[src/hw/eink_pkg.sv]
package eink_pkg;

  // Panel geometry.
  localparam int FB_ROWS    = 250;
  localparam int FB_COLS    = 16;
  localparam int GLYPH_ROWS = 8;

  // Raw sensor limits for 0% and 100%.
  localparam logic [11:0] HUM_RAW_MIN = 12'h650;
  localparam logic [11:0] HUM_RAW_MAX = 12'hD40;

  // Field placement on the screen.
  localparam int HUM_ROW      = 130;
  localparam int HUM_MSD_COL  = 3;
  localparam int TEMP_ROW     = 117;
  localparam int TEMP_MSD_COL = 3;

  typedef logic [7:0]  fb_row_t;
  typedef logic [3:0]  fb_col_t;
  typedef logic [7:0]  fb_byte_t;
  typedef logic [11:0] hum_raw_t;
  typedef logic [7:0]  bcd2_t;
  typedef logic [11:0] bcd3_t;

  // 8x8 digit glyphs, bit 0 is the leftmost pixel.
  localparam fb_byte_t DIGIT_FONT [0:9][0:GLYPH_ROWS-1] = '{
    // 0
    '{8'h3C, 8'h66, 8'h76, 8'h6E, 8'h66, 8'h66, 8'h3C, 8'h00},
    // 1
    '{8'h18, 8'h1C, 8'h18, 8'h18, 8'h18, 8'h18, 8'h7E, 8'h00},
    // 2
    '{8'h3C, 8'h66, 8'h60, 8'h30, 8'h0C, 8'h06, 8'h7E, 8'h00},
    // 3
    '{8'h3C, 8'h66, 8'h60, 8'h38, 8'h60, 8'h66, 8'h3C, 8'h00},
    // 4
    '{8'h30, 8'h38, 8'h3C, 8'h36, 8'h7E, 8'h30, 8'h30, 8'h00},
    // 5
    '{8'h7E, 8'h06, 8'h3E, 8'h60, 8'h60, 8'h66, 8'h3C, 8'h00},
    // 6
    '{8'h3C, 8'h66, 8'h06, 8'h3E, 8'h66, 8'h66, 8'h3C, 8'h00},
    // 7
    '{8'h7E, 8'h66, 8'h60, 8'h30, 8'h18, 8'h18, 8'h18, 8'h00},
    // 8
    '{8'h3C, 8'h66, 8'h66, 8'h3C, 8'h66, 8'h66, 8'h3C, 8'h00},
    // 9
    '{8'h3C, 8'h66, 8'h66, 8'h7C, 8'h60, 8'h66, 8'h3C, 8'h00}
  };

endpackage

[src/hw/humidity_scaler.sv]
`timescale 1ns/1ps

module humidity_scaler import eink_pkg::*; (
  input  logic     clk,
  input  logic     rst_n,
  input  logic     start,
  input  hum_raw_t hum_raw,
  output logic     busy,
  output logic     done,
  output bcd3_t    percent_bcd
);

  typedef enum logic [1:0] {S_IDLE, S_CLAMP, S_DIV, S_BCD} state_t;

  state_t      state;
  hum_raw_t    raw_q;
  logic [10:0] diff;
  logic [17:0] rem;
  logic [17:0] div_term;
  logic [18:0] trial;
  logic [7:0]  quotient;
  logic [2:0]  bit_cnt;
  logic [7:0]  low_part;

  // Offset from the lower limit, clamped to the span.
  always_comb begin
    if (raw_q <= HUM_RAW_MIN) begin
      diff = '0;
    end else if (raw_q >= HUM_RAW_MAX) begin
      diff = 11'(HUM_RAW_MAX - HUM_RAW_MIN);
    end else begin
      diff = 11'(raw_q - HUM_RAW_MIN);
    end
  end

  // Trial subtraction of the span aligned to the current quotient bit.
  assign div_term = 18'(HUM_RAW_MAX - HUM_RAW_MIN) << bit_cnt;
  assign trial    = {1'b0, rem} - {1'b0, div_term};

  always_ff @(posedge clk) begin
    if (!rst_n) begin
      state <= S_IDLE;
    end else begin
      case (state)
        S_IDLE:  if (start) state <= S_CLAMP;
        S_CLAMP: state <= S_DIV;
        S_DIV:   if (bit_cnt == 3'd0) state <= S_BCD;
        default: state <= S_IDLE;
      endcase
    end
  end

  always_ff @(posedge clk) begin
    if (state == S_IDLE && start) begin
      raw_q <= hum_raw;
    end
    if (state == S_CLAMP) begin
      rem      <= 18'(diff) * 18'd100;
      quotient <= '0;
      bit_cnt  <= 3'd7;
    end else if (state == S_DIV) begin
      if (!trial[18]) begin
        rem      <= trial[17:0];
        quotient <= {quotient[6:0], 1'b1};
      end else begin
        quotient <= {quotient[6:0], 1'b0};
      end
      bit_cnt <= bit_cnt - 3'd1;
    end
  end

  assign busy = (state != S_IDLE);
  assign done = (state == S_BCD);

  // Quotient never exceeds 100.
  assign low_part    = (quotient >= 8'd100) ? quotient - 8'd100 : quotient;
  assign percent_bcd = {(quotient >= 8'd100) ? 4'd1 : 4'd0,
                        4'(low_part / 8'd10),
                        4'(low_part % 8'd10)};

endmodule

[config.mk]
export PLATFORM = sky130hd
export DESIGN_NAME = humidity_scaler
export DESIGN_NICKNAME = d
export VERILOG_FILES = /design/src/hw/eink_pkg.sv /design/src/hw/humidity_scaler.sv
export SDC_FILE = /design/constraint.sdc
export NUM_CORES = 1
export LEC_CHECK = 0
export BUFFER_PORTS_ARGS = -buffer_cell sky130_fd_sc_hd__buf_2
export CORE_ASPECT_RATIO = 2
export CORE_MARGIN = 2
export CORE_UTILIZATION = 60
export CTS_BUF_LIST = sky130_fd_sc_hd__clkbuf_16
export DETAILED_ROUTE_END_ITERATION = 7
export PLACE_DENSITY = 0.76
export SLEW_MARGIN = 10
export SYNTH_ARGS = -nofsm -noshare
export SYNTH_HDL_FRONTEND = slang
export SYNTH_SLANG_ARGS = --single-unit
[constraint.sdc]
create_clock -name clk -period 5.95 [get_ports clk]
set_input_delay 0.2975 -clock clk [delete_from_list [all_inputs] [get_ports clk]]
set_output_delay 0.2975 -clock clk [all_outputs]
set_load 0.05 [all_outputs]
After elaboration in Yosys (flattened, before gate mapping)

Cells that the tools add are included.

Flip-flop bits (word level): 43
Input bits: 15

$add $sub $neg: 4
Multipliers: 1
Divide/modulo/power cells: 2
Magnitude comparators: 3
Equal/unequal tests: 6
Shift operators: 1
Multiplexer cells: 11
Bitwise logic cells: 1
Reductions and logical operators: 8

Operators with widths:

| operator                                                           | count |
|---|---|
| two-way mux 18 bit                                                 | 3 |
| two-way mux 11 bit                                                 | 2 |
| subtractor 18 x 18 -> 19 bit                                       | 1 |
| << shifter 11 x 3 -> 18 bit (first input constant)                 | 1 |
| multiplier 11 x 5 -> 16 bit (second input constant)                | 1 |
| greater-or-equal comparator 12 bit (second input constant)         | 1 |
| <= comparator 12 x 11 -> 1 bit (second input constant)             | 1 |
| subtractor 11 bit (second input constant)                          | 1 |
| divider 8 x 4 -> 8 bit (second input constant)                     | 1 |
| greater-or-equal comparator 8 x 7 -> 1 bit (second input constant) | 1 |
| remainder unit 8 x 4 -> 8 bit (second input constant)              | 1 |
| two-way mux 8 bit                                                  | 1 |
| subtractor 8 x 7 -> 8 bit (second input constant)                  | 1 |
| case mux 2 bit (3 select lines)                                    | 1 |
| AND reduction 2 bit                                                | 3 |
| == test 2 bit (second input constant)                              | 2 |
| two-way mux 2 bit                                                  | 2 |
| inequality test 2 bit (second input constant)                      | 2 |
| nonzero test 2 bit                                                 | 2 |
| zero test 3 bit                                                    | 1 |
| subtractor 3 x 1 -> 3 bit (second input constant)                  | 1 |
| == test 2 x 1 -> 1 bit (second input constant)                     | 1 |
| zero test 2 bit                                                    | 1 |
| two-way mux 1 bit                                                  | 2 |
| 3 further kinds                                                    | 3 |

Logic depth before layout (Yosys ltp)

Depth after elaboration: 5
Mapped depth: 23

Worst setup path before layout

No wires, ideal clock.

Kind: flip-flop to flip-flop
Start: register raw_q[4]
End: register rem[16] (data pin)
Library setup time: 0.256 ns
Data arrival time: 4.214 ns
Data required time: 5.694 ns
Slack: 1.480 ns
Stages on the path, launching flop included: 24
Path buffers: 0
Period minus slack after synthesis: 4.470 ns
Path through: edfxtp_1 inv_1 ha_1 nand2b_1 a21oi_1 a31oi_1 nor2_1 and2_1 ha_1 ha_1 inv_1 fa_1 inv_1 ha_1 a21oi_1 nor2_1 nor2_1 o21bai_1 a21oi_1 o21bai_1 a21oi_1 o21ai_0 xor2_1 a22o_1

Longest elaborated chain between the ends: 5

RTL lines:

| item                                                                    | RTL line                                     | RTL |
|---|---|---|
| start: declaration                                                      | humidity_scaler.sv:16                        | `hum_raw_t raw_q;` |
| start signal: assignment                                                | humidity_scaler.sv:55                        | `raw_q <= hum_raw;` |
| subtractor 11 bit or greater-or-equal comparator 12 bit (tied branches) | humidity_scaler.sv:32, humidity_scaler.sv:29 |  |
| two-way mux 11 bit                                                      | humidity_scaler.sv:29                        | `end else if (raw_q >= HUM_RAW_MAX) begin` |
| two-way mux 11 bit (*)                                                  | humidity_scaler.sv:27                        | `if (raw_q <= HUM_RAW_MIN) begin` |
| multiplier 11 x 5 -> 16 bit (*)                                         | humidity_scaler.sv:58                        | `rem <= 18'(diff) * 18'd100;` |
| two-way mux 18 bit (*)                                                  | humidity_scaler.sv:57                        | `if (state == S_CLAMP) begin` |
| end signal: assignment                                                  | humidity_scaler.sv:58                        |  |
| end signal: assignment                                                  | humidity_scaler.sv:63                        | `rem <= trial[17:0];` |
| end: declaration                                                        | humidity_scaler.sv:18                        | `logic [17:0] rem;` |

Mark *: on every way between the ends. The rest lies on a longest branch, timed or not.
A chain may end at the register's enable or synchronous reset.

Final worst setup path

Ends and elaborated chain as after synthesis.

==> flow_metrics.py <==
metrics = {
    "critical_path": {
        "worst_ep_arrival_time_ns": 5.08,
        "path_max_fanout": 7,
        "r2r_cells": 23,
        "regToRegStartpoint": "raw_q[4]",
        "reg2reg_slack_ns": 0.91,
        "end_kind": "register",
        "path_cells": "inv_1 > ha_1 > nand2b_1 > a21oi_1 > a31oi_1 > nor2_1 > and2_1 > ha_1 > ha_1 > inv_1 > fa_1 > inv_1 > ha_1 > a21oi_1 > nor2_1 > nor2_1 > o21bai_1 > a21oi_1 > o21bai_1 > a21oi_1 > o21ai_0 > xor2_1 > a22o_1",
        "max_stage_delay_ns": 0.49,
        "rr_endpoint": "rem[16]",
        "crit_family": "compound AO/OA/AOI/OAI gates",
        "path_class": "register to register",
        "start_kind": "register",
        "worstPathRequired_ns": 5.99,
        "cp_num_buf_inv": 3,
        "crit_slowest_cell": "a31oi_1",
    },
    "sta": {
        "worstMarginPinSlew_ns": 1.08,
        "fin_skew_ns": 0.00591,
        "maxSlewViolCount": 0,
        "post-route-period-util": 0.848,
        "setup_viol": 0,
        "max_freq_mhz": 198,
        "finalHoldViolations": 0,
        "period_minus_slack_ns": 5.04,
        "final.setup.tns_ns": 0,
        "slew_headroom": 0.283,
        "rsz0062_at_grt": "no",
    },
    "clock_network": {
        "cts_sinks": 39,
        "path_clk_slew_ns": 0.06,
        "cts_buffers": 5,
        "root_buffer": "clkbuf_16",
        "cts_tree": "built",
        "cts_buffer_depth": 2,
        "cts_resized": 0,
        "ctsHoldBuffers": 0,
        "clock_latency_ns": 0.29,
        "cts_setup_buffers": 0,
        "cts_max_level": 2,
    },
    "cells_and_area": {
        "instances_no_fill": 569,
        "drive_gt1_frac": 0.127,
        "final_area_um2": 4470,
        "diodes": 0,
        "area_growth_pct": 7.82,
        "final_nets": 567,
        "fillers": 581,
    },
    "synth": {
        "synth_cells": 461,
        "synth_area_um2": 4150,
        "avgSynthCellArea_um2": 8.99,
        "synth-seq-area-share": 0.251,
        "synth_edf_count": 26,
        "synth_top_area_frac": 0.199,
        "synth_largest_area_cell": "ha_1",
        "ys.flop_type": "edfxtp_1",
        "synthTopCellsByArea": "ha_1, edfxtp_1, dfxtp_1, inv_1, a21oi_1",
        "yosysWarnings": 0,
        "synthDistinctLibCells": 73,
        "synthTopCellsByCount": "ha_1, inv_1, nor2_1",
        "synth.most_common_cell": "ha_1",
        "ys_ff_latch": 39,
        "async_flop_share": 0,
    },
    "detailed_routing": {
        "drtIter0Drc": 128,
        "drt_first_pass_iters": 4,
        "drc": 0,
        "ant_nets": 0,
        "totalWireLength_um": 9050,
        "vias_per_cell": 6.01,
        "vias": 3421,
        "wl_per_cell_um": 15.9,
    },
    "min_path": {
        "hp-start": "hum_raw[3]",
        "min_to": "raw_q[3]",
        "hp-class": "input pin to register",
        "whs_path_depth": 1,
    },
    "outcome": {
        "status": "finished clean",
    },
    "grt": {
        "grt-ovfl-total": 0,
        "grt_pass1_vias": 3607,
        "grt_first_pass_wirelength_um": 15100,
        "grt_use_total": 0.250,
        "antenna_found_initial": 0,
        "grt_max_degree": 28,
    },
    "power_and_ir_drop": {
        "power_density_nw_per_um2": 525,
        "leakage_nw": 2.10,
        "irDropWorstVdd_mv": 0.362,
    },
    "placed_design": {
        "placed_cells": 561,
        "place.detailed.hpwl_um": 7380,
        "placed_cell_area_um2": 4310,
        "io_buffer_count": 25,
        "routabilityCongestion": 0.863,
    },
    "die": {
        "die_h_um": 122,
        "initial_core_util": 0.621,
        "fp.coreArea_um2": 6670,
        "io_pins": 29,
        "die_area_um2": 7630,
        "rows": 42,
        "die_x_um": 62.8,
    },
    "run": {
        "cap_violations": 0,
    },
}
per-stage QoR:
step | power [mW] | hold slack, ns | utilization | setup slack (ns)
floorplan | 1.74 | 0.396 | - | 1.48
global placement | 1.99 | 0.475 | 0.645 | 1.07
detailed placement | 2.04 | 0.476 | 0.645 | 0.911
CTS | 2.36 | 0.182 | 0.670 | 0.900
global route | 2.58 | 0.181 | 0.670 | 0.554
finish | 2.34 | 0.186 | 0.670 | 0.905
flip-flops by register name (all words and copies together) (netlist names):
signal	flops
rem	14
bit_cnt	3
quotient	8
state	2
raw_q	12
cell usage in the layout, fill, tap and decap left out, types with 9 or more instances in the layout:
cell	instances
nor3_1	9
inv_1	56
xnor2_1	13
buf_2	25
dfxtp_1	13
o21ai_0	17
ha_1	66
nand2_1	25
edfxtp_1	26
a21oi_1	26
nor2_1	34
a22o_1	9
mux2i_1	10
nand2b_1	10
or2_2	9
cell families (layout without fill, tap and decap cells):
group / Yosys count / after routing / share of synthesized area
AO/OA/AOI/OAI: 116 / 116 / 0.211
buffers and inverters: 71 / 89 / 0.0706
multiplexers: 13 / 13 / 0.0329
adder cells (fa/ha/maj): 72 / 72 / 0.228
flip-flops: 39 / 39 / 0.251
XOR/XNOR: 21 / 21 / 0.0444
other: 1 / 3 / 0.000905
AND/OR/NAND/NOR: 128 / 128 / 0.161
layout make-up:
cell class | count | area (um^2) | share of cell area
Multi-Input combinational cell | 353 | 2820 | 0.631
Clock inverter | 3 | 38.8 | 0.00868
Sequential cell | 39 | 1040 | 0.233
Inverter | 56 | 210 | 0.0470
Tap cell | 88 | 110 | 0.0246
Clock buffer | 5 | 125 | 0.0280
Timing Repair Buffer | 25 | 125 | 0.0280
worst reg2reg max path: stages (launching register included):
cell	delay [ns]
edfxtp_1	0.43
inv_1	0.08
ha_1	0.16
nand2b_1	0.16
a21oi_1	0.10
a31oi_1	0.49
nor2_1	0.17
and2_1	0.24
ha_1	0.31
ha_1	0.28
inv_1	0.05
fa_1	0.49
inv_1	0.04
ha_1	0.33
a21oi_1	0.16
nor2_1	0.05
nor2_1	0.17
o21bai_1	0.10
a21oi_1	0.22
o21bai_1	0.09
a21oi_1	0.20
o21ai_0	0.14
xor2_1	0.15
a22o_1	0.19
worst max path at each step:
stage / from / to / slack [ns] / cells after the start
after floorplan: raw_q[4] / rem[16] / 1.48 / 23
after global placement: raw_q[0] / rem[16] / 1.07 / 21
after detailed placement: raw_q[4] / rem[16] / 0.91 / 23
after CTS: raw_q[4] / rem[16] / 0.90 / 23
after global routing: raw_q[5] / rem[16] / 0.55 / 23
final: raw_q[4] / rem[16] / 0.91 / 23
power breakdown:
group          internal (mW)  total, mW  switching, mW
registers              0.417      0.480         0.0627
clock network          0.195      0.301          0.106
logic                  0.666       1.56          0.898
routing by layer:
layer | vias up | track usage | part of all wire
li1 | 1694 | - | -
met5 | - | 0 | 0
met3 | 34 | 0.0323 | 0.021
met2 | 73 | 0.538 | 0.60
met1 | 1620 | 0.194 | 0.33
met4 | 0 | 0.160 | 0.052
Note: power is estimated with default switching activity, not from simulation.
