`config.mk`:
```
export PLATFORM = sky130hd
export DESIGN_NAME = digit_painter
export DESIGN_NICKNAME = d
export VERILOG_FILES = /design/src/hw/eink_pkg.sv /design/src/hw/digit_painter.sv
export SDC_FILE = /design/constraint.sdc
export NUM_CORES = 1
export LEC_CHECK = 0
export ABC_CLOCK_PERIOD_IN_PS = 6900
export BUFFER_PORTS_ARGS = -buffer_cell sky130_fd_sc_hd__buf_2
export CAP_MARGIN = 20
export CORE_ASPECT_RATIO = 1.1
export CORE_MARGIN = 1
export CORE_UTILIZATION = 58
export DETAILED_ROUTE_END_ITERATION = 10
export GPL_TIMING_DRIVEN = 0
export MAX_ROUTING_LAYER = met4
export PLACE_DENSITY = 0.85
export SETUP_SLACK_MARGIN = 0.02
export SYNTH_ARGS = -nofsm -noshare
export SYNTH_HDL_FRONTEND = slang
export SYNTH_SLANG_ARGS = --single-unit
```
`constraint.sdc`:
```
create_clock -name clk -period 6.9 [get_ports clk]
set_input_delay 0.345 -clock clk [delete_from_list [all_inputs] [get_ports clk]]
set_output_delay 0.345 -clock clk [all_outputs]
set_load 0.05 [all_outputs]
```
`src/hw/eink_pkg.sv`:
```
package eink_pkg;

  // Panel geometry.
  localparam int FB_ROWS    = 250;
  localparam int FB_COLS    = 16;
  localparam int GLYPH_ROWS = 8;

  // Raw sensor limits for 0% and 100%.
  localparam logic [11:0] HUM_RAW_MIN = 12'h650;
  localparam logic [11:0] HUM_RAW_MAX = 12'hD40;

  // Field placement on the screen.
  localparam int HUM_ROW      = 130;
  localparam int HUM_MSD_COL  = 3;
  localparam int TEMP_ROW     = 117;
  localparam int TEMP_MSD_COL = 3;

  typedef logic [7:0]  fb_row_t;
  typedef logic [3:0]  fb_col_t;
  typedef logic [7:0]  fb_byte_t;
  typedef logic [11:0] hum_raw_t;
  typedef logic [7:0]  bcd2_t;
  typedef logic [11:0] bcd3_t;

  // 8x8 digit glyphs, bit 0 is the leftmost pixel.
  localparam fb_byte_t DIGIT_FONT [0:9][0:GLYPH_ROWS-1] = '{
    // 0
    '{8'h3C, 8'h66, 8'h76, 8'h6E, 8'h66, 8'h66, 8'h3C, 8'h00},
    // 1
    '{8'h18, 8'h1C, 8'h18, 8'h18, 8'h18, 8'h18, 8'h7E, 8'h00},
    // 2
    '{8'h3C, 8'h66, 8'h60, 8'h30, 8'h0C, 8'h06, 8'h7E, 8'h00},
    // 3
    '{8'h3C, 8'h66, 8'h60, 8'h38, 8'h60, 8'h66, 8'h3C, 8'h00},
    // 4
    '{8'h30, 8'h38, 8'h3C, 8'h36, 8'h7E, 8'h30, 8'h30, 8'h00},
    // 5
    '{8'h7E, 8'h06, 8'h3E, 8'h60, 8'h60, 8'h66, 8'h3C, 8'h00},
    // 6
    '{8'h3C, 8'h66, 8'h06, 8'h3E, 8'h66, 8'h66, 8'h3C, 8'h00},
    // 7
    '{8'h7E, 8'h66, 8'h60, 8'h30, 8'h18, 8'h18, 8'h18, 8'h00},
    // 8
    '{8'h3C, 8'h66, 8'h66, 8'h3C, 8'h66, 8'h66, 8'h3C, 8'h00},
    // 9
    '{8'h3C, 8'h66, 8'h66, 8'h7C, 8'h60, 8'h66, 8'h3C, 8'h00}
  };

endpackage

```
`src/hw/digit_painter.sv`:
```
`timescale 1ns/1ps

module digit_painter import eink_pkg::*; #(
  parameter type digits_t  = bcd2_t,
  parameter int  FIELD_ROW = 0,
  parameter int  MSD_COL   = 0
) (
  input  logic     clk,
  input  logic     rst_n,
  input  logic     start,
  input  digits_t  digits,
  output logic     busy,
  output logic     wr_req,
  output fb_row_t  wr_row,
  output fb_col_t  wr_col,
  output fb_byte_t wr_data,
  input  logic     wr_gnt
);

  localparam int NUM_DIGITS = $bits(digits_t) / 4;

  digits_t    digits_q;
  logic [1:0] digit_idx;
  logic [2:0] glyph_row;
  logic [3:0] nibble;
  logic       last_row;
  logic       last_digit;

  // Digit 0 is the most significant nibble.
  assign nibble = 4'(digits_q >> (4 * (NUM_DIGITS - 1 - int'(digit_idx))));

  assign last_row   = (glyph_row == 3'(GLYPH_ROWS - 1));
  assign last_digit = (digit_idx == 2'(NUM_DIGITS - 1));

  // Request stays up with a fixed address until granted.
  assign wr_req  = busy;
  assign wr_row  = fb_row_t'(FIELD_ROW) + fb_row_t'(glyph_row);
  assign wr_col  = fb_col_t'(MSD_COL) - fb_col_t'(digit_idx);
  assign wr_data = (nibble <= 4'd9) ? DIGIT_FONT[nibble][glyph_row] : '0;

  always_ff @(posedge clk) begin
    if (!rst_n) begin
      busy      <= 1'b0;
      digit_idx <= '0;
      glyph_row <= '0;
    end else if (!busy) begin
      if (start) begin
        busy      <= 1'b1;
        digit_idx <= '0;
        glyph_row <= '0;
      end
    end else if (wr_gnt) begin
      if (last_row) begin
        glyph_row <= '0;
        if (last_digit) begin
          busy <= 1'b0;
        end else begin
          digit_idx <= digit_idx + 2'd1;
        end
      end else begin
        glyph_row <= glyph_row + 3'd1;
      end
    end
  end

  always_ff @(posedge clk) begin
    if (!busy && start) begin
      digits_q <= digits;
    end
  end

endmodule

```
# Word level (Yosys, flattened, before mapping)
# Memories as Yosys holds them, arrays and structs flattened.
# Cells that the tools add are included.
[totals]
ff_bits = 14
mem_bits_ro = 1024
inputBits = 12
wordCells = 45
n_memories = 1
[op_classes]
n_addsub = 4
magnitude_cmp = 3
eq_ne = 5
n_shift = 1
muxes = 20
bitwise = 2
reduce_logical = 5
[mem_list]
columns = ["name", "words", "word_bits", "rd", "rd_ports_with_merged_regs", "wr", "line_no", "text"]
rows = [
  ["(no name shown)", 16, 64, 1, 0, 0, "digit_painter.sv:39", "assign wr_data = (nibble <= 4'd9) ? DIGIT_FONT[nibble][glyph_row] : '0;"],
]
[ops]
columns = ["operator", "count"]
rows = [
  ["$mux W64", 2],
  ["$shr A8 B32 Y4", 1],
  ["$bmux W8 S3", 1],
  ["$mux W8", 3],
  ["$mux W3", 4],
  ["$mux W2", 5],
  ["$sub A1 B2 Y3 const A", 2],
  ["$ge A5 B5 Y1 const B", 1],
  ["$mux W1", 5],
  ["$not A4 Y5", 1],
  ["$ge A4 B4 Y1 const B", 1],
  ["$le A4 B4 Y1 const B", 1],
  ["$ne A2 B1 Y1 const B", 2],
  ["$not A3 Y4", 1],
  ["$reduce_and A4 Y1", 1],
  ["$add A3 B1 Y3 const B", 1],
  ["$eq A3 B3 Y1 const B", 1],
  ["$add A2 B1 Y2 const B", 1],
  ["$eq A2 B1 Y1 const B", 1],
  ["$ne A2 B2 Y1 const B", 1],
  ["$reduce_and A2 Y1", 1],
  ["$reduce_bool A2 Y1", 1],
  ["$logic_and A1 B1 Y1", 1],
  ["$logic_not A1 Y1", 1],
]

# Depth between registers and ports, before layout
# Gate-level depths: netlist of run 1.
[logic_depth]
ltp_word = 10
depth_mapped = 10

# Least setup slack after synthesis of run 1
# OpenSTA, ideal clock, no wires.
[synth_timing]
path_type = "flip-flop to output port"
startpoint = "reg digit_idx[0]"
endpoint = "out wr_data[4]"
arrival_time_ns = 3.134
required_ns = 6.555
setup_slack_ns = 3.421
path_stages_with_launch = 9
path_cell_list = "dfxtp_1 buf_6 mux2i_1 or2_2 ha_1 or3_1 nand2_1 nand2_1 a221oi_1"
[synth_via]
elab_chain_len = 10
elab_cells_between_ends = 11
cone_classes = "add/sub (1); order compare (1); shift (1); mux (6); bitwise (1); memory (1)"
[synth_rtl]
columns = ["element", "line_no", "text"]
rows = [
  ["from (decl)", "digit_painter.sv:23", "logic [1:0] digit_idx;"],
  ["from (signal assigned)", "digit_painter.sv:58", "digit_idx <= digit_idx + 2'd1;"],
  ["$sub A1 B2 Y3 *", "digit_painter.sv:30", "assign nibble = 4'(digits_q >> (4 * (NUM_DIGITS - 1 - int'(digit_idx))));"],
  ["$shr A8 B32 Y4 *", "digit_painter.sv:30", ""],
  ["$not A4 Y5 (not written as such)", "digit_painter.sv:39", ""],
  ["$mem_v2 Z16 W64", "-", ""],
  ["$mux W64 (not written as such) (2 in series)", "digit_painter.sv:39", ""],
  ["$bmux W8 S3", "digit_painter.sv:39", ""],
  ["$mux W8 (not written as such) (2 in series)", "digit_painter.sv:39", ""],
  ["$mux W8 *", "digit_painter.sv:39", ""],
  ["to (decl)", "digit_painter.sv:16", "output fb_byte_t wr_data,"],
]
# Every way passes the cells marked *; elsewhere a longest branch is shown, timed or not. The select of a mux whose other input is x is not followed.

# Worst setup path in the final report of run 1
[layout_timing]
startpoint = "reg digit_idx[0]"
endpoint = "out wr_data[3]"
# The elaborated chain is that of the path after synthesis.

==> impl_metrics.xml, run 1 <==
<?xml version="1.0" encoding="UTF-8"?>
<metrics>
  <group name="clocking">
    <metric name="cts.clk_slew.worst_paths" unit="ns">0.08</metric>
    <metric name="cts_root_buffer" unit="">sky130_fd_sc_hd__clkbuf_4</metric>
    <metric name="post-cts-setup-buffer-count" unit="">0</metric>
    <metric name="cells_resized_by_post_cts_repair" unit="">0</metric>
    <metric name="htree_num_levels" unit="">1</metric>
    <metric name="clk_path_buf_depth" unit="">2</metric>
    <metric name="total_cts_buffers" unit="">3</metric>
    <metric name="clock_insertion_delay_at_the_later_pin_of_the_skew_report" unit="ns">0.28</metric>
    <metric name="clkSinkCount" unit="">14</metric>
    <metric name="post_cts_hold_buffer_count" unit="">0</metric>
    <metric name="tritoncts" unit="">done</metric>
  </group>
  <group name="synthesis">
    <metric name="synth-seq-area-share" unit="%">24.0</metric>
    <metric name="post_synthesis_cell_area" unit="mm^2">0.00150</metric>
    <metric name="ys.warnings.count" unit="">0</metric>
    <metric name="synthDistinctLibCells" unit="">63</metric>
    <metric name="yosys_register_bits" unit="">14</metric>
    <metric name="synth_flop_cell" unit="">sky130_fd_sc_hd__edfxtp_1</metric>
    <metric name="synth_edf_count" unit="">8</metric>
    <metric name="ys_async_sr_fraction" unit="%">0</metric>
    <metric name="netlist_instances" unit="">181</metric>
    <metric name="synth_area_per_cell" unit="um^2">8.31</metric>
  </group>
  <group name="sta">
    <metric name="worst_slew_pin_slew" unit="ns">0.629</metric>
    <metric name="finalWorstPathRequiredPeriod" unit="ns">3.66</metric>
    <metric name="setup_violations" unit="">0</metric>
    <metric name="final_worst_clock_skew" unit="ns">0.00661</metric>
    <metric name="finalCritPeriodShare" unit="%">53.1</metric>
    <metric name="rsz0062_at_grt" unit="">false</metric>
    <metric name="drv_slew" unit="">0</metric>
    <metric name="fmax" unit="MHz">273</metric>
    <metric name="totalNegativeSetupSlack" unit="ns">0</metric>
    <metric name="final_hold_viol_count" unit="">0</metric>
    <metric name="max_slew_margin" unit="%">58.0</metric>
  </group>
  <group name="finish">
    <metric name="final.fill_count" unit="">213</metric>
    <metric name="syn2layout_area_growth" unit="%">14.5</metric>
    <metric name="layout.cell_area.non_filler" unit="mm^2">0.00172</metric>
    <metric name="drive_above_1_share" unit="%">27.2</metric>
    <metric name="fin_nets" unit="">239</metric>
    <metric name="antenna_cells_inserted" unit="">0</metric>
  </group>
  <group name="power_and_ir_drop">
    <metric name="cellPowerDensity" unit="mW/mm^2">131</metric>
    <metric name="leakagePower" unit="nW">0.755</metric>
    <metric name="vdd.ir_drop.worst" unit="V">0.000118</metric>
  </group>
  <group name="worst_setup_path">
    <metric name="timing.setup.critical_path_class" unit="">flop to output port</metric>
    <metric name="setup.worst_path.end_class" unit="">output port</metric>
    <metric name="worst-endpoint-required" unit="ns">6.55</metric>
    <metric name="path_max_fanout" unit="">10</metric>
    <metric name="cp_data_arrival_time" unit="ns">3.32</metric>
    <metric name="crit_path_start_kind" unit="">flop</metric>
  </group>
  <group name="detailed_routing">
    <metric name="met3_wl_post_dr" unit="um">391</metric>
    <metric name="total_wirelength_of_the_detailed_routed_design" unit="mm">3.96</metric>
    <metric name="post_drt_via_cell_ratio" unit="">6.48</metric>
    <metric name="drt.antenna.violating_nets" unit="">0</metric>
    <metric name="number_of_design_rule_violations_left_by_the_first_detailed_router_iteration" unit="">65</metric>
    <metric name="detailroute.wirelength.met2" unit="mm">1.89</metric>
    <metric name="route.detailed.drc" unit="">0</metric>
    <metric name="top_layer_used" unit="">met4</metric>
    <metric name="detailroute.via_count" unit="">1606</metric>
    <metric name="drt-wirelength-per-cell" unit="um">16.0</metric>
    <metric name="dr.pass1.iters" unit="">4</metric>
    <metric name="wl_met1" unit="mm">1.53</metric>
  </group>
  <group name="global_routing">
    <metric name="antenna_found_initial" unit="">0</metric>
    <metric name="grt_pass1_wl" unit="mm">6.68</metric>
    <metric name="global_route.overflow_total" unit="">0</metric>
    <metric name="number_of_global_route_vias_before_repair" unit="">1537</metric>
    <metric name="grt_start_max_net_pins" unit="">11</metric>
    <metric name="all_layer_gr_usage" unit="%">31.4</metric>
  </group>
  <group name="run">
    <metric name="max_cap_viol_count" unit="">0</metric>
  </group>
  <group name="floorplan">
    <metric name="core-area" unit="mm^2">0.00247</metric>
    <metric name="die_width" unit="um">50.6</metric>
    <metric name="top_ports" unit="">34</metric>
    <metric name="placement_rows" unit="">19</metric>
    <metric name="initial_utilization" unit="%">60.8</metric>
    <metric name="die_area" unit="mm^2">0.00280</metric>
    <metric name="fp.dieH" unit="um">55.4</metric>
  </group>
  <group name="place">
    <metric name="finalWeightedCongestion" unit="">1.02</metric>
    <metric name="placed_area" unit="mm^2">0.00170</metric>
    <metric name="dp_hpwl" unit="mm">3.03</metric>
    <metric name="io_buffer_count" unit="">26</metric>
  </group>
  <group name="run_status">
    <metric name="status" unit="">completed</metric>
  </group>
  <group name="worst_hold_path">
    <metric name="path_class_of_the_lowest_slack_min_delay_path" unit="">input port to flop</metric>
  </group>
</metrics>
## report_power, final
part	leakage, nW	internal, mW	switching (mW)
Combinational	0.615	0.0262	0.0562
Sequential	0.125	0.0922	0.00278
Clock	0.0150	0.0225	0.0264
Total	0.755	0.141	0.0854
## cell type report
cell class,instances,area [um^2],share of cell area [%]
multi-input cells,144,1000,58.2
flip-flops and latches,14,360,20.9
repair buffers,26,130,7.56
plain buffers,20,130,7.56
well taps,31,38.8,2.25
inverters,9,33.8,1.96
clock buffers,4,26.3,1.53
## layer usage
layer,track usage [%],up-vias
met4,16.7,0
met1,37.0,718
met5,-,-
met2,50.9,120
met3,4.68,19
li1,-,749
## cell families (layout without fill, tap and decap cells)
logic type	Yosys count	after routing	share of synthesized area (%)
AND/OR/NAND/NOR	61	61	22.0
AO/OA/AOI/OAI	60	60	29.8
buffers and inverters	29	59	10.9
flip-flops	14	14	24.0
adder cells (fa/ha/maj)	9	9	7.49
multiplexers	7	7	5.57
other	1	7	0.249
## cells in the mapped netlist, types with 3 or more instances
cell type                  number  area (um^2)
sky130_fd_sc_hd__buf_4         10         75.1
sky130_fd_sc_hd__inv_1          6         22.5
sky130_fd_sc_hd__a31oi_1        5         31.3
sky130_fd_sc_hd__a21oi_1        8         40.0
sky130_fd_sc_hd__nor3_1         4         20.0
sky130_fd_sc_hd__nand3_1       11         55.1
sky130_fd_sc_hd__a211oi_2       3         37.5
sky130_fd_sc_hd__clkbuf_1       5         18.8
sky130_fd_sc_hd__or2_2          3         18.8
sky130_fd_sc_hd__o21ai_0       14         70.1
sky130_fd_sc_hd__nor2_1        10         37.5
sky130_fd_sc_hd__mux2i_1        3         30.0
sky130_fd_sc_hd__nor4_1         3         18.8
sky130_fd_sc_hd__nand2_1       10         37.5
sky130_fd_sc_hd__dfxtp_1        6          120
sky130_fd_sc_hd__nor2b_1        4         25.0
sky130_fd_sc_hd__nand3b_1       3         22.5
sky130_fd_sc_hd__edfxtp_1       8          240
sky130_fd_sc_hd__ha_1           9          113
## path summary, 6_finish.rpt
path / to / slack (ns) / cells past startpoint / start
setup reg to reg: digit_idx[0] / 5.15 / 6 / digit_idx[1]
hold / removal: digits_q[6] / 0.23 / 1 / digits[6]
hold reg to reg: busy / 0.64 / 1 / busy
setup / recovery: wr_data[3] / 3.24 / 10 / digit_idx[0]
## cell usage in the layout, fill, tap and decap left out, types with 3 or more instances in the layout
cell type / Yosys / routed
sky130_fd_sc_hd__a211oi_2: 3 / 3
sky130_fd_sc_hd__a21oi_1: 8 / 8
sky130_fd_sc_hd__a31oi_1: 5 / 5
sky130_fd_sc_hd__buf_2: 2 / 28
sky130_fd_sc_hd__buf_4: 10 / 10
sky130_fd_sc_hd__clkbuf_1: 5 / 6
sky130_fd_sc_hd__clkbuf_4: 0 / 3
sky130_fd_sc_hd__conb_1: 1 / 7
sky130_fd_sc_hd__dfxtp_1: 6 / 6
sky130_fd_sc_hd__edfxtp_1: 8 / 8
sky130_fd_sc_hd__ha_1: 9 / 9
sky130_fd_sc_hd__inv_1: 6 / 6
sky130_fd_sc_hd__mux2i_1: 3 / 3
sky130_fd_sc_hd__nand2_1: 10 / 10
sky130_fd_sc_hd__nand3_1: 11 / 11
sky130_fd_sc_hd__nand3b_1: 3 / 3
sky130_fd_sc_hd__nor2_1: 10 / 10
sky130_fd_sc_hd__nor2b_1: 4 / 4
sky130_fd_sc_hd__nor3_1: 4 / 4
sky130_fd_sc_hd__nor4_1: 3 / 3
sky130_fd_sc_hd__o21ai_0: 14 / 14
sky130_fd_sc_hd__or2_2: 3 / 3
## metrics by stage
step	hold WS, ns	setup WS, ns	std cells	utilization [%]	total power, mW
6_report	0.229	3.24	248	69.6	0.226
5_1_grt	0.214	3.07	248	69.6	0.238
4_1_cts	0.221	3.27	248	69.6	0.227
3_5_place_dp	0.524	3.61	244	68.6	0.178
3_3_place_gp	0.523	3.67	244	68.6	0.177
2_1_floorplan	0.444	3.42	187	-	0.160
## critical path: stages (launching register included)
cell and delay, ns:
sky130_fd_sc_hd__dfxtp_1 0.50, sky130_fd_sc_hd__buf_6 0.19, sky130_fd_sc_hd__mux2i_1 0.07, sky130_fd_sc_hd__or2_2 0.34, sky130_fd_sc_hd__ha_1 0.31, sky130_fd_sc_hd__or2_2 0.33, sky130_fd_sc_hd__a211oi_2 0.58, sky130_fd_sc_hd__and4b_1 0.28
sky130_fd_sc_hd__o21ai_0 0.08, sky130_fd_sc_hd__a32oi_1 0.12, sky130_fd_sc_hd__buf_2 0.22
## state kept, by name, summed over array words and instances (netlist names)
name and cells:
busy 1, digit_idx 2, digits_q 8, glyph_row 3
Note: power is estimated with default switching activity, not from simulation.
==> run 2: changes to the inputs <==
- ABC_CLOCK_PERIOD_IN_PS: 6900 -> 3600
- CORE_UTILIZATION: 58 -> 54
- PLACE_DENSITY: 0.85 -> 0.8
- clock period: 6.9 -> 3.6 ns (I/O delays scaled with it)
==> run 2 against run 1 <==
Net effect:
- clock skew is 0.0041 ns lower
- flip-flop and latch count unchanged
- first-iteration DRC count up 22%
- power rose by 93%
- count of clock-buffer cells in the layout stayed put
- sequential power grew 92%
- critical path depth is the same
- global-route usage is 0.53 points lower
- non-clock buffer count unchanged
- die area up 7.1%
- worst hold slack lost 0.16 ns
- clock power up 94%
- critical endpoint unchanged
==> impl_metrics.xml, run 2 (synthesis gave the netlist of run 1 again) <==
<?xml version="1.0" encoding="UTF-8"?>
<metrics>
  <group name="finish">
    <metric name="antenna_cells_inserted" unit="">0</metric>
    <metric name="reg.largest.list" unit="">digits_q: 8 flops, glyph_row: 3 flops, digit_idx: 2 flops</metric>
    <metric name="drive_above_1_share" unit="%">27.2</metric>
    <metric name="registers.top_by_ff_count" unit="">digits_q</metric>
    <metric name="fin_nets" unit="">239</metric>
    <metric name="final_common_cell" unit="">sky130_fd_sc_hd__buf_2</metric>
    <metric name="largest_register_ff_count" unit="">8</metric>
    <metric name="syn2layout_area_growth" unit="%">15.0</metric>
    <metric name="final_core_util" unit="%">67.3</metric>
    <metric name="layout.cell_area.non_filler" unit="mm^2">0.00173</metric>
    <metric name="final_cell_mix" unit="">28 x sky130_fd_sc_hd__buf_2, 14 x sky130_fd_sc_hd__o21ai_0, 11 x sky130_fd_sc_hd__nand3_1</metric>
  </group>
  <group name="worst_setup_path">
    <metric name="ff2ff_setup_slack" unit="ns">1.86</metric>
    <metric name="timing.critical_path.slowest_cell_delay" unit="ns">0.49</metric>
    <metric name="path_max_fanout" unit="">10</metric>
    <metric name="crit_path_start_kind" unit="">flop</metric>
    <metric name="crit_path_cell_trace" unit="">buf_6 &gt; mux2i_1 &gt; or2_2 &gt; ha_1 &gt; or2_2 &gt; a211oi_4 &gt; and4b_1 &gt; o21ai_0 &gt; a32oi_1 &gt; buf_2</metric>
    <metric name="startpoint" unit="">digit_idx[0]</metric>
    <metric name="cp_data_arrival_time" unit="ns">3.19</metric>
    <metric name="worst-endpoint-required" unit="ns">3.42</metric>
    <metric name="crit_slowest_cell" unit="">sky130_fd_sc_hd__dfxtp_1</metric>
    <metric name="r2r_startpoint" unit="">digit_idx[1]</metric>
    <metric name="regToRegEndpoint" unit="">digit_idx[0]</metric>
    <metric name="crit_end" unit="">wr_data[3]</metric>
    <metric name="timing.reg2reg.worst_path_depth" unit="">6</metric>
    <metric name="critical_path_s_most_frequent_cell" unit="">sky130_fd_sc_hd__or2_2</metric>
    <metric name="setup.worst_path.end_class" unit="">output port</metric>
    <metric name="timing.setup.critical_path_class" unit="">flop to output port</metric>
  </group>
  <group name="power_and_ir_drop">
    <metric name="power.switching" unit="mW">0.167</metric>
    <metric name="cellPowerDensity" unit="mW/mm^2">253</metric>
    <metric name="seqPwrFrac" unit="%">41.7</metric>
    <metric name="power.clock.fraction" unit="%">21.7</metric>
    <metric name="leakagePower" unit="nW">0.756</metric>
    <metric name="p_sw_share" unit="%">38.1</metric>
    <metric name="power_report.internal_total" unit="mW">0.270</metric>
    <metric name="share_of_total_power_in_combinational_logic" unit="%">36.6</metric>
    <metric name="vdd.ir_drop.worst" unit="V">0.000220</metric>
  </group>
  <group name="worst_hold_path">
    <metric name="min_from" unit="">digits[2]</metric>
    <metric name="path_class_of_the_lowest_slack_min_delay_path" unit="">input port to flop</metric>
  </group>
  <group name="floorplan">
    <metric name="top_ports" unit="">34</metric>
    <metric name="die_area" unit="mm^2">0.00300</metric>
    <metric name="die_width" unit="um">52.3</metric>
    <metric name="fp.dieH" unit="um">57.4</metric>
    <metric name="placement_rows" unit="">19</metric>
    <metric name="initial_utilization" unit="%">58.6</metric>
    <metric name="core-area" unit="mm^2">0.00257</metric>
  </group>
  <group name="sta">
    <metric name="drv_slew" unit="">0</metric>
    <metric name="post-route-worst-setup-slack" unit="ns">0.229</metric>
    <metric name="final_worst_clock_skew" unit="ns">0.00250</metric>
    <metric name="worst_slew_pin_slew" unit="ns">0.572</metric>
    <metric name="finalCritPeriodShare" unit="%">93.6</metric>
    <metric name="final_hold_viol_count" unit="">0</metric>
    <metric name="max_slew_margin" unit="%">61.1</metric>
    <metric name="fmax" unit="MHz">297</metric>
    <metric name="totalNegativeSetupSlack" unit="ns">0</metric>
    <metric name="setup_violations" unit="">0</metric>
    <metric name="finalWorstPathRequiredPeriod" unit="ns">3.37</metric>
    <metric name="rsz0062_at_grt" unit="">false</metric>
  </group>
  <group name="detailed_routing">
    <metric name="number_of_design_rule_violations_left_by_the_first_detailed_router_iteration" unit="">79</metric>
    <metric name="detailroute.via_count" unit="">1613</metric>
    <metric name="drt.antenna.violating_nets" unit="">0</metric>
    <metric name="drt-wirelength-per-cell" unit="um">16.7</metric>
    <metric name="total_wirelength_of_the_detailed_routed_design" unit="mm">4.13</metric>
    <metric name="post_drt_via_cell_ratio" unit="">6.50</metric>
    <metric name="dr.pass1.iters" unit="">5</metric>
    <metric name="route.detailed.drc" unit="">0</metric>
  </group>
  <group name="clocking">
    <metric name="cts_root_buffer" unit="">sky130_fd_sc_hd__clkbuf_4</metric>
    <metric name="clk_path_buf_depth" unit="">2</metric>
    <metric name="clock_insertion_delay_at_the_later_pin_of_the_skew_report" unit="ns">0.28</metric>
    <metric name="htree_num_levels" unit="">1</metric>
    <metric name="tritoncts" unit="">done</metric>
    <metric name="clkSinkCount" unit="">14</metric>
    <metric name="cts.clk_slew.worst_paths" unit="ns">0.08</metric>
    <metric name="post-cts-setup-buffer-count" unit="">0</metric>
    <metric name="post_cts_hold_buffer_count" unit="">0</metric>
    <metric name="total_cts_buffers" unit="">3</metric>
  </group>
  <group name="global_routing">
    <metric name="grt_start_max_net_pins" unit="">11</metric>
    <metric name="global_route.overflow_total" unit="">0</metric>
    <metric name="number_of_global_route_vias_before_repair" unit="">1560</metric>
    <metric name="grt_pass1_wl" unit="mm">6.89</metric>
    <metric name="all_layer_gr_usage" unit="%">30.9</metric>
    <metric name="antenna_found_initial" unit="">0</metric>
  </group>
  <group name="place">
    <metric name="placed_area" unit="mm^2">0.00170</metric>
    <metric name="post-place-ws" unit="ns">0.462</metric>
    <metric name="finalWeightedCongestion" unit="">1.01</metric>
    <metric name="dp_hpwl" unit="mm">3.16</metric>
    <metric name="io_buffer_count" unit="">26</metric>
  </group>
  <group name="run_status">
    <metric name="status" unit="">completed</metric>
  </group>
  <group name="run">
    <metric name="max_cap_viol_count" unit="">0</metric>
  </group>
</metrics>
==> run 2: cell counts in the layout (fill, tap and decap cells not counted) <==
No cell type changed its count.
==> run 2: power groups by stage <==
stage	sequential [mW]	combinational, mW	clock (mW)
floorplan	0.190	0.117	0
global placement	0.185	0.154	0
detailed placement	0.186	0.155	0
CTS	0.182	0.156	0.0943
global route	0.183	0.169	0.102
finish	0.182	0.160	0.0949
==> run 2: critical path, delay by kind of cell (launching register included) <==
kind                       cells  cell delay [ns]
AOI/OAI and AO/OA              3             0.65
and+or+nand+nor                3             0.95
adders and majority gates      1             0.32
DFF                            1             0.49
buffers and inverters          2             0.42
muxes                          1             0.07
==> run 2: layer usage <==
metal / up-vias / routed length (um) / global-route usage (%)
li1: 750 / - / -
met4: 0 / 155 / 9.40
met5: - / 0 / -
met2: 113 / 1980 / 50.8
met3: 20 / 383 / 5.07
met1: 730 / 1610 / 38.2
==> run 2: repair_timing <==
item	CTS	global route
endpoints found under the hold margin	0	0
gates resized for setup	0	1
setup endpoints to repair	0	1
==> run 2: worst min-delay path by stage <==
stage	endpoint	depth (start not counted)
global route	digits_q[2]	1
floorplan	digits_q[0]	0
global placement	digits_q[2]	1
CTS	digits_q[2]	1
detailed placement	digits_q[2]	1
finish	digits_q[2]	1
==> run 2: through the flow <==
| stage | hold slack (ns) | power (mW) | std cells |
|---|---|---|---|
| 6_report | 0.0655 | 0.437 | 248 |
| 5_1_grt | 0.0554 | 0.455 | 248 |
| 4_1_cts | 0.0697 | 0.432 | 248 |
| 3_5_place_dp | 0.358 | 0.341 | 244 |
| 3_3_place_gp | 0.358 | 0.339 | 244 |
| 2_1_floorplan | 0.279 | 0.307 | 187 |
==> run 2: final cells by class <==
class / instances / area [um^2]
Inverter: 9 / 33.8
Buffer: 20 / 130
Multi-Input combinational cell: 144 / 1010
Timing Repair Buffer: 26 / 130
Clock buffer: 4 / 26.3
Fill cell: 240 / 838
Sequential cell: 14 / 360
Tap cell: 31 / 38.8
==> run 3: changes to the inputs <==
- CORE_UTILIZATION: 54 -> 40
- PLACE_DENSITY: 0.8 -> default
==> run 3 against run 2 <==
Net effect:
- via count fell by 5.3%
- utilization fell by 18 points
- sequential share of layout area fell by 0.50 points
- design area rose by 2.5%
- clock skew fell by 0.0010 ns
- sequential power barely moved
- global-route usage fell by 9.2 points
- power rose by 8.5%
- critical endpoint unchanged
- largest cell class unchanged
- largest power group unchanged
==> impl_metrics.xml, run 3 (synthesis gave the netlist of run 1 again) <==
<?xml version="1.0" encoding="UTF-8"?>
<metrics>
  <group name="global_routing">
    <metric name="met3_usage" unit="%">3.91</metric>
    <metric name="grt.busiest_layer" unit="">met2</metric>
    <metric name="global_route.overflow_total" unit="">0</metric>
    <metric name="grt_pass1_wl" unit="mm">6.46</metric>
    <metric name="grt.met2_usage" unit="%">33.1</metric>
    <metric name="gr-usage-met1" unit="%">26.6</metric>
    <metric name="number_of_global_route_vias_before_repair" unit="">1462</metric>
    <metric name="antenna_found_initial" unit="">0</metric>
    <metric name="grt_start_max_net_pins" unit="">11</metric>
    <metric name="all_layer_gr_usage" unit="%">21.6</metric>
  </group>
  <group name="place">
    <metric name="placed_area" unit="mm^2">0.00172</metric>
    <metric name="finalWeightedCongestion" unit="">0.950</metric>
    <metric name="dp_hpwl" unit="mm">3.03</metric>
    <metric name="io_buffer_count" unit="">26</metric>
  </group>
  <group name="sta">
    <metric name="finalWorstPathRequiredPeriod" unit="ns">3.25</metric>
    <metric name="final_worst_clock_skew" unit="ns">0.00146</metric>
    <metric name="drv_slew" unit="">0</metric>
    <metric name="totalNegativeSetupSlack" unit="ns">0</metric>
    <metric name="rsz0062_at_grt" unit="">false</metric>
    <metric name="fmax" unit="MHz">308</metric>
    <metric name="finalCritPeriodShare" unit="%">90.3</metric>
    <metric name="final_hold_viol_count" unit="">0</metric>
    <metric name="max_slew_margin" unit="%">60.0</metric>
    <metric name="setup_violations" unit="">0</metric>
    <metric name="worst_slew_pin_slew" unit="ns">0.589</metric>
  </group>
  <group name="clocking">
    <metric name="clk_path_buf_depth" unit="">2</metric>
    <metric name="clkSinkCount" unit="">14</metric>
    <metric name="post-cts-setup-buffer-count" unit="">0</metric>
    <metric name="cells_resized_by_post_cts_repair" unit="">0</metric>
    <metric name="total_cts_buffers" unit="">3</metric>
    <metric name="post_cts_hold_buffer_count" unit="">0</metric>
    <metric name="tritoncts" unit="">done</metric>
    <metric name="cts.clk_slew.worst_paths" unit="ns">0.06</metric>
    <metric name="htree_num_levels" unit="">1</metric>
    <metric name="clock_insertion_delay_at_the_later_pin_of_the_skew_report" unit="ns">0.24</metric>
    <metric name="cts_root_buffer" unit="">sky130_fd_sc_hd__clkbuf_8</metric>
  </group>
  <group name="finish">
    <metric name="registers.top_by_ff_count" unit="">digits_q</metric>
    <metric name="layout.cell_area.non_filler" unit="mm^2">0.00177</metric>
    <metric name="multi_input_comb_area" unit="mm^2">0.00101</metric>
    <metric name="antenna_cells_inserted" unit="">0</metric>
    <metric name="register_area" unit="um^2">360</metric>
    <metric name="reg.largest.list" unit="">digits_q: 8 flops, glyph_row: 3 flops, digit_idx: 2 flops</metric>
    <metric name="fin_nets" unit="">239</metric>
    <metric name="final_cell_mix" unit="">28 x sky130_fd_sc_hd__buf_2, 14 x sky130_fd_sc_hd__o21ai_0, 11 x sky130_fd_sc_hd__nand3_1</metric>
    <metric name="syn2layout_area_growth" unit="%">17.8</metric>
    <metric name="drive_above_1_share" unit="%">27.2</metric>
    <metric name="final.fill_count" unit="">377</metric>
    <metric name="largest_register_ff_count" unit="">8</metric>
    <metric name="final_common_cell" unit="">sky130_fd_sc_hd__buf_2</metric>
  </group>
  <group name="power_and_ir_drop">
    <metric name="vdd.ir_drop.worst" unit="V">0.000205</metric>
    <metric name="total_power" unit="mW">0.474</metric>
    <metric name="cellPowerDensity" unit="mW/mm^2">268</metric>
    <metric name="leakagePower" unit="nW">0.764</metric>
  </group>
  <group name="floorplan">
    <metric name="initial_utilization" unit="%">41.5</metric>
    <metric name="fp.dieH" unit="um">66.3</metric>
    <metric name="placement_rows" unit="">23</metric>
    <metric name="die_width" unit="um">60.5</metric>
    <metric name="die_area" unit="mm^2">0.00401</metric>
    <metric name="core-area" unit="mm^2">0.00363</metric>
    <metric name="top_ports" unit="">34</metric>
  </group>
  <group name="run">
    <metric name="max_cap_viol_count" unit="">0</metric>
  </group>
  <group name="worst_setup_path">
    <metric name="timing.reg2reg.worst_path_depth" unit="">6</metric>
    <metric name="timing.critical_path.slowest_cell_delay" unit="ns">0.47</metric>
    <metric name="timing.setup.critical_path_class" unit="">flop to output port</metric>
    <metric name="crit_slowest_cell" unit="">sky130_fd_sc_hd__dfxtp_1</metric>
    <metric name="path_max_fanout" unit="">10</metric>
    <metric name="r2r_startpoint" unit="">digit_idx[1]</metric>
    <metric name="setup.worst_path.end_class" unit="">output port</metric>
    <metric name="cp_data_arrival_time" unit="ns">3.07</metric>
    <metric name="critical_path_s_most_frequent_cell" unit="">sky130_fd_sc_hd__or2_2</metric>
    <metric name="worst-endpoint-required" unit="ns">3.42</metric>
    <metric name="crit_cells" unit="">10</metric>
    <metric name="crit_path_start_kind" unit="">flop</metric>
    <metric name="regToRegEndpoint" unit="">digit_idx[0]</metric>
    <metric name="ff2ff_setup_slack" unit="ns">1.88</metric>
    <metric name="timing.critical_path.max_delay_family" unit="">simple AND/OR/NAND/NOR gates</metric>
    <metric name="crit_path_cell_trace" unit="">buf_6 &gt; mux2i_1 &gt; or2_2 &gt; ha_1 &gt; or2_2 &gt; a211oi_4 &gt; and4b_1 &gt; o21ai_0 &gt; a32oi_1 &gt; buf_2</metric>
    <metric name="critical_path_buf_inv_count" unit="">2</metric>
  </group>
  <group name="detailed_routing">
    <metric name="drt.antenna.violating_nets" unit="">0</metric>
    <metric name="number_of_design_rule_violations_left_by_the_first_detailed_router_iteration" unit="">101</metric>
    <metric name="route.detailed.drc" unit="">0</metric>
    <metric name="total_wirelength_of_the_detailed_routed_design" unit="mm">3.94</metric>
    <metric name="post_drt_via_cell_ratio" unit="">5.72</metric>
    <metric name="drt-wirelength-per-cell" unit="um">14.7</metric>
    <metric name="detailroute.via_count" unit="">1528</metric>
    <metric name="dr.pass1.iters" unit="">4</metric>
  </group>
  <group name="worst_hold_path">
    <metric name="min_path_cells" unit="">1</metric>
    <metric name="whs_endpoint" unit="">digits_q[2]</metric>
    <metric name="min_from" unit="">digits[2]</metric>
    <metric name="path_class_of_the_lowest_slack_min_delay_path" unit="">input port to flop</metric>
  </group>
  <group name="run_status">
    <metric name="status" unit="">completed</metric>
  </group>
</metrics>
run 3: cell counts in the layout (fill, tap and decap cells not counted):
No cell type changed its count.
run 3: power by group:
group	leakage [nW]	switching (mW)	internal, mW
clock	0.0228	0.0549	0.0783
sequential	0.125	0.00515	0.177
combinational	0.616	0.108	0.0506
run 3: through the flow:
stage	cells	util, %	setup WS (ns)	hold slack, ns
final	267	48.9	0.349	0.107
after global routing	267	48.9	0.159	0.0991
after CTS	267	48.7	0.204	0.104
after detailed placement	263	47.4	0.480	0.358
after global placement	263	47.4	0.479	0.358
after floorplan	187	-	0.286	0.279
run 3: final cells by class:
class                   instances  area share (%)
flip-flops and latches         14            20.3
inverters                       9            1.91
repair buffers                 26            7.34
multi-input cells             144            57.0
well taps                      50            3.53
clock buffers                   4            2.54
plain buffers                  20            7.34
run 3: worst register-to-register path, delay by kind of cell, from the launching register on:
family,cells,cell delay (ns)
AO/OA/AOI/OAI,1,0.07
adder cells (fa/ha/maj),1,0.33
buffers and inverters,1,0.29
flip-flops,1,0.37
AND/OR/NAND/NOR,3,0.56
run 3: routing by layer:
metal / up-vias / routed length [um]
li1: 743 / -
met1: 694 / 1700
met2: 73 / 1850
met3: 18 / 266
met4: 0 / 125
met5: - / 0
run 3: worst max path at each step:
| stage | start | to | slack, ns |
|---|---|---|---|
| after CTS | digit_idx[0] | wr_data[3] | 0.20 |
| final | digit_idx[0] | wr_data[3] | 0.35 |
| after detailed placement | digit_idx[0] | wr_data[3] | 0.48 |
| after global routing | digit_idx[0] | wr_data[3] | 0.16 |
| after global placement | digit_idx[0] | wr_data[3] | 0.48 |
| after floorplan | digit_idx[0] | wr_data[4] | 0.29 |
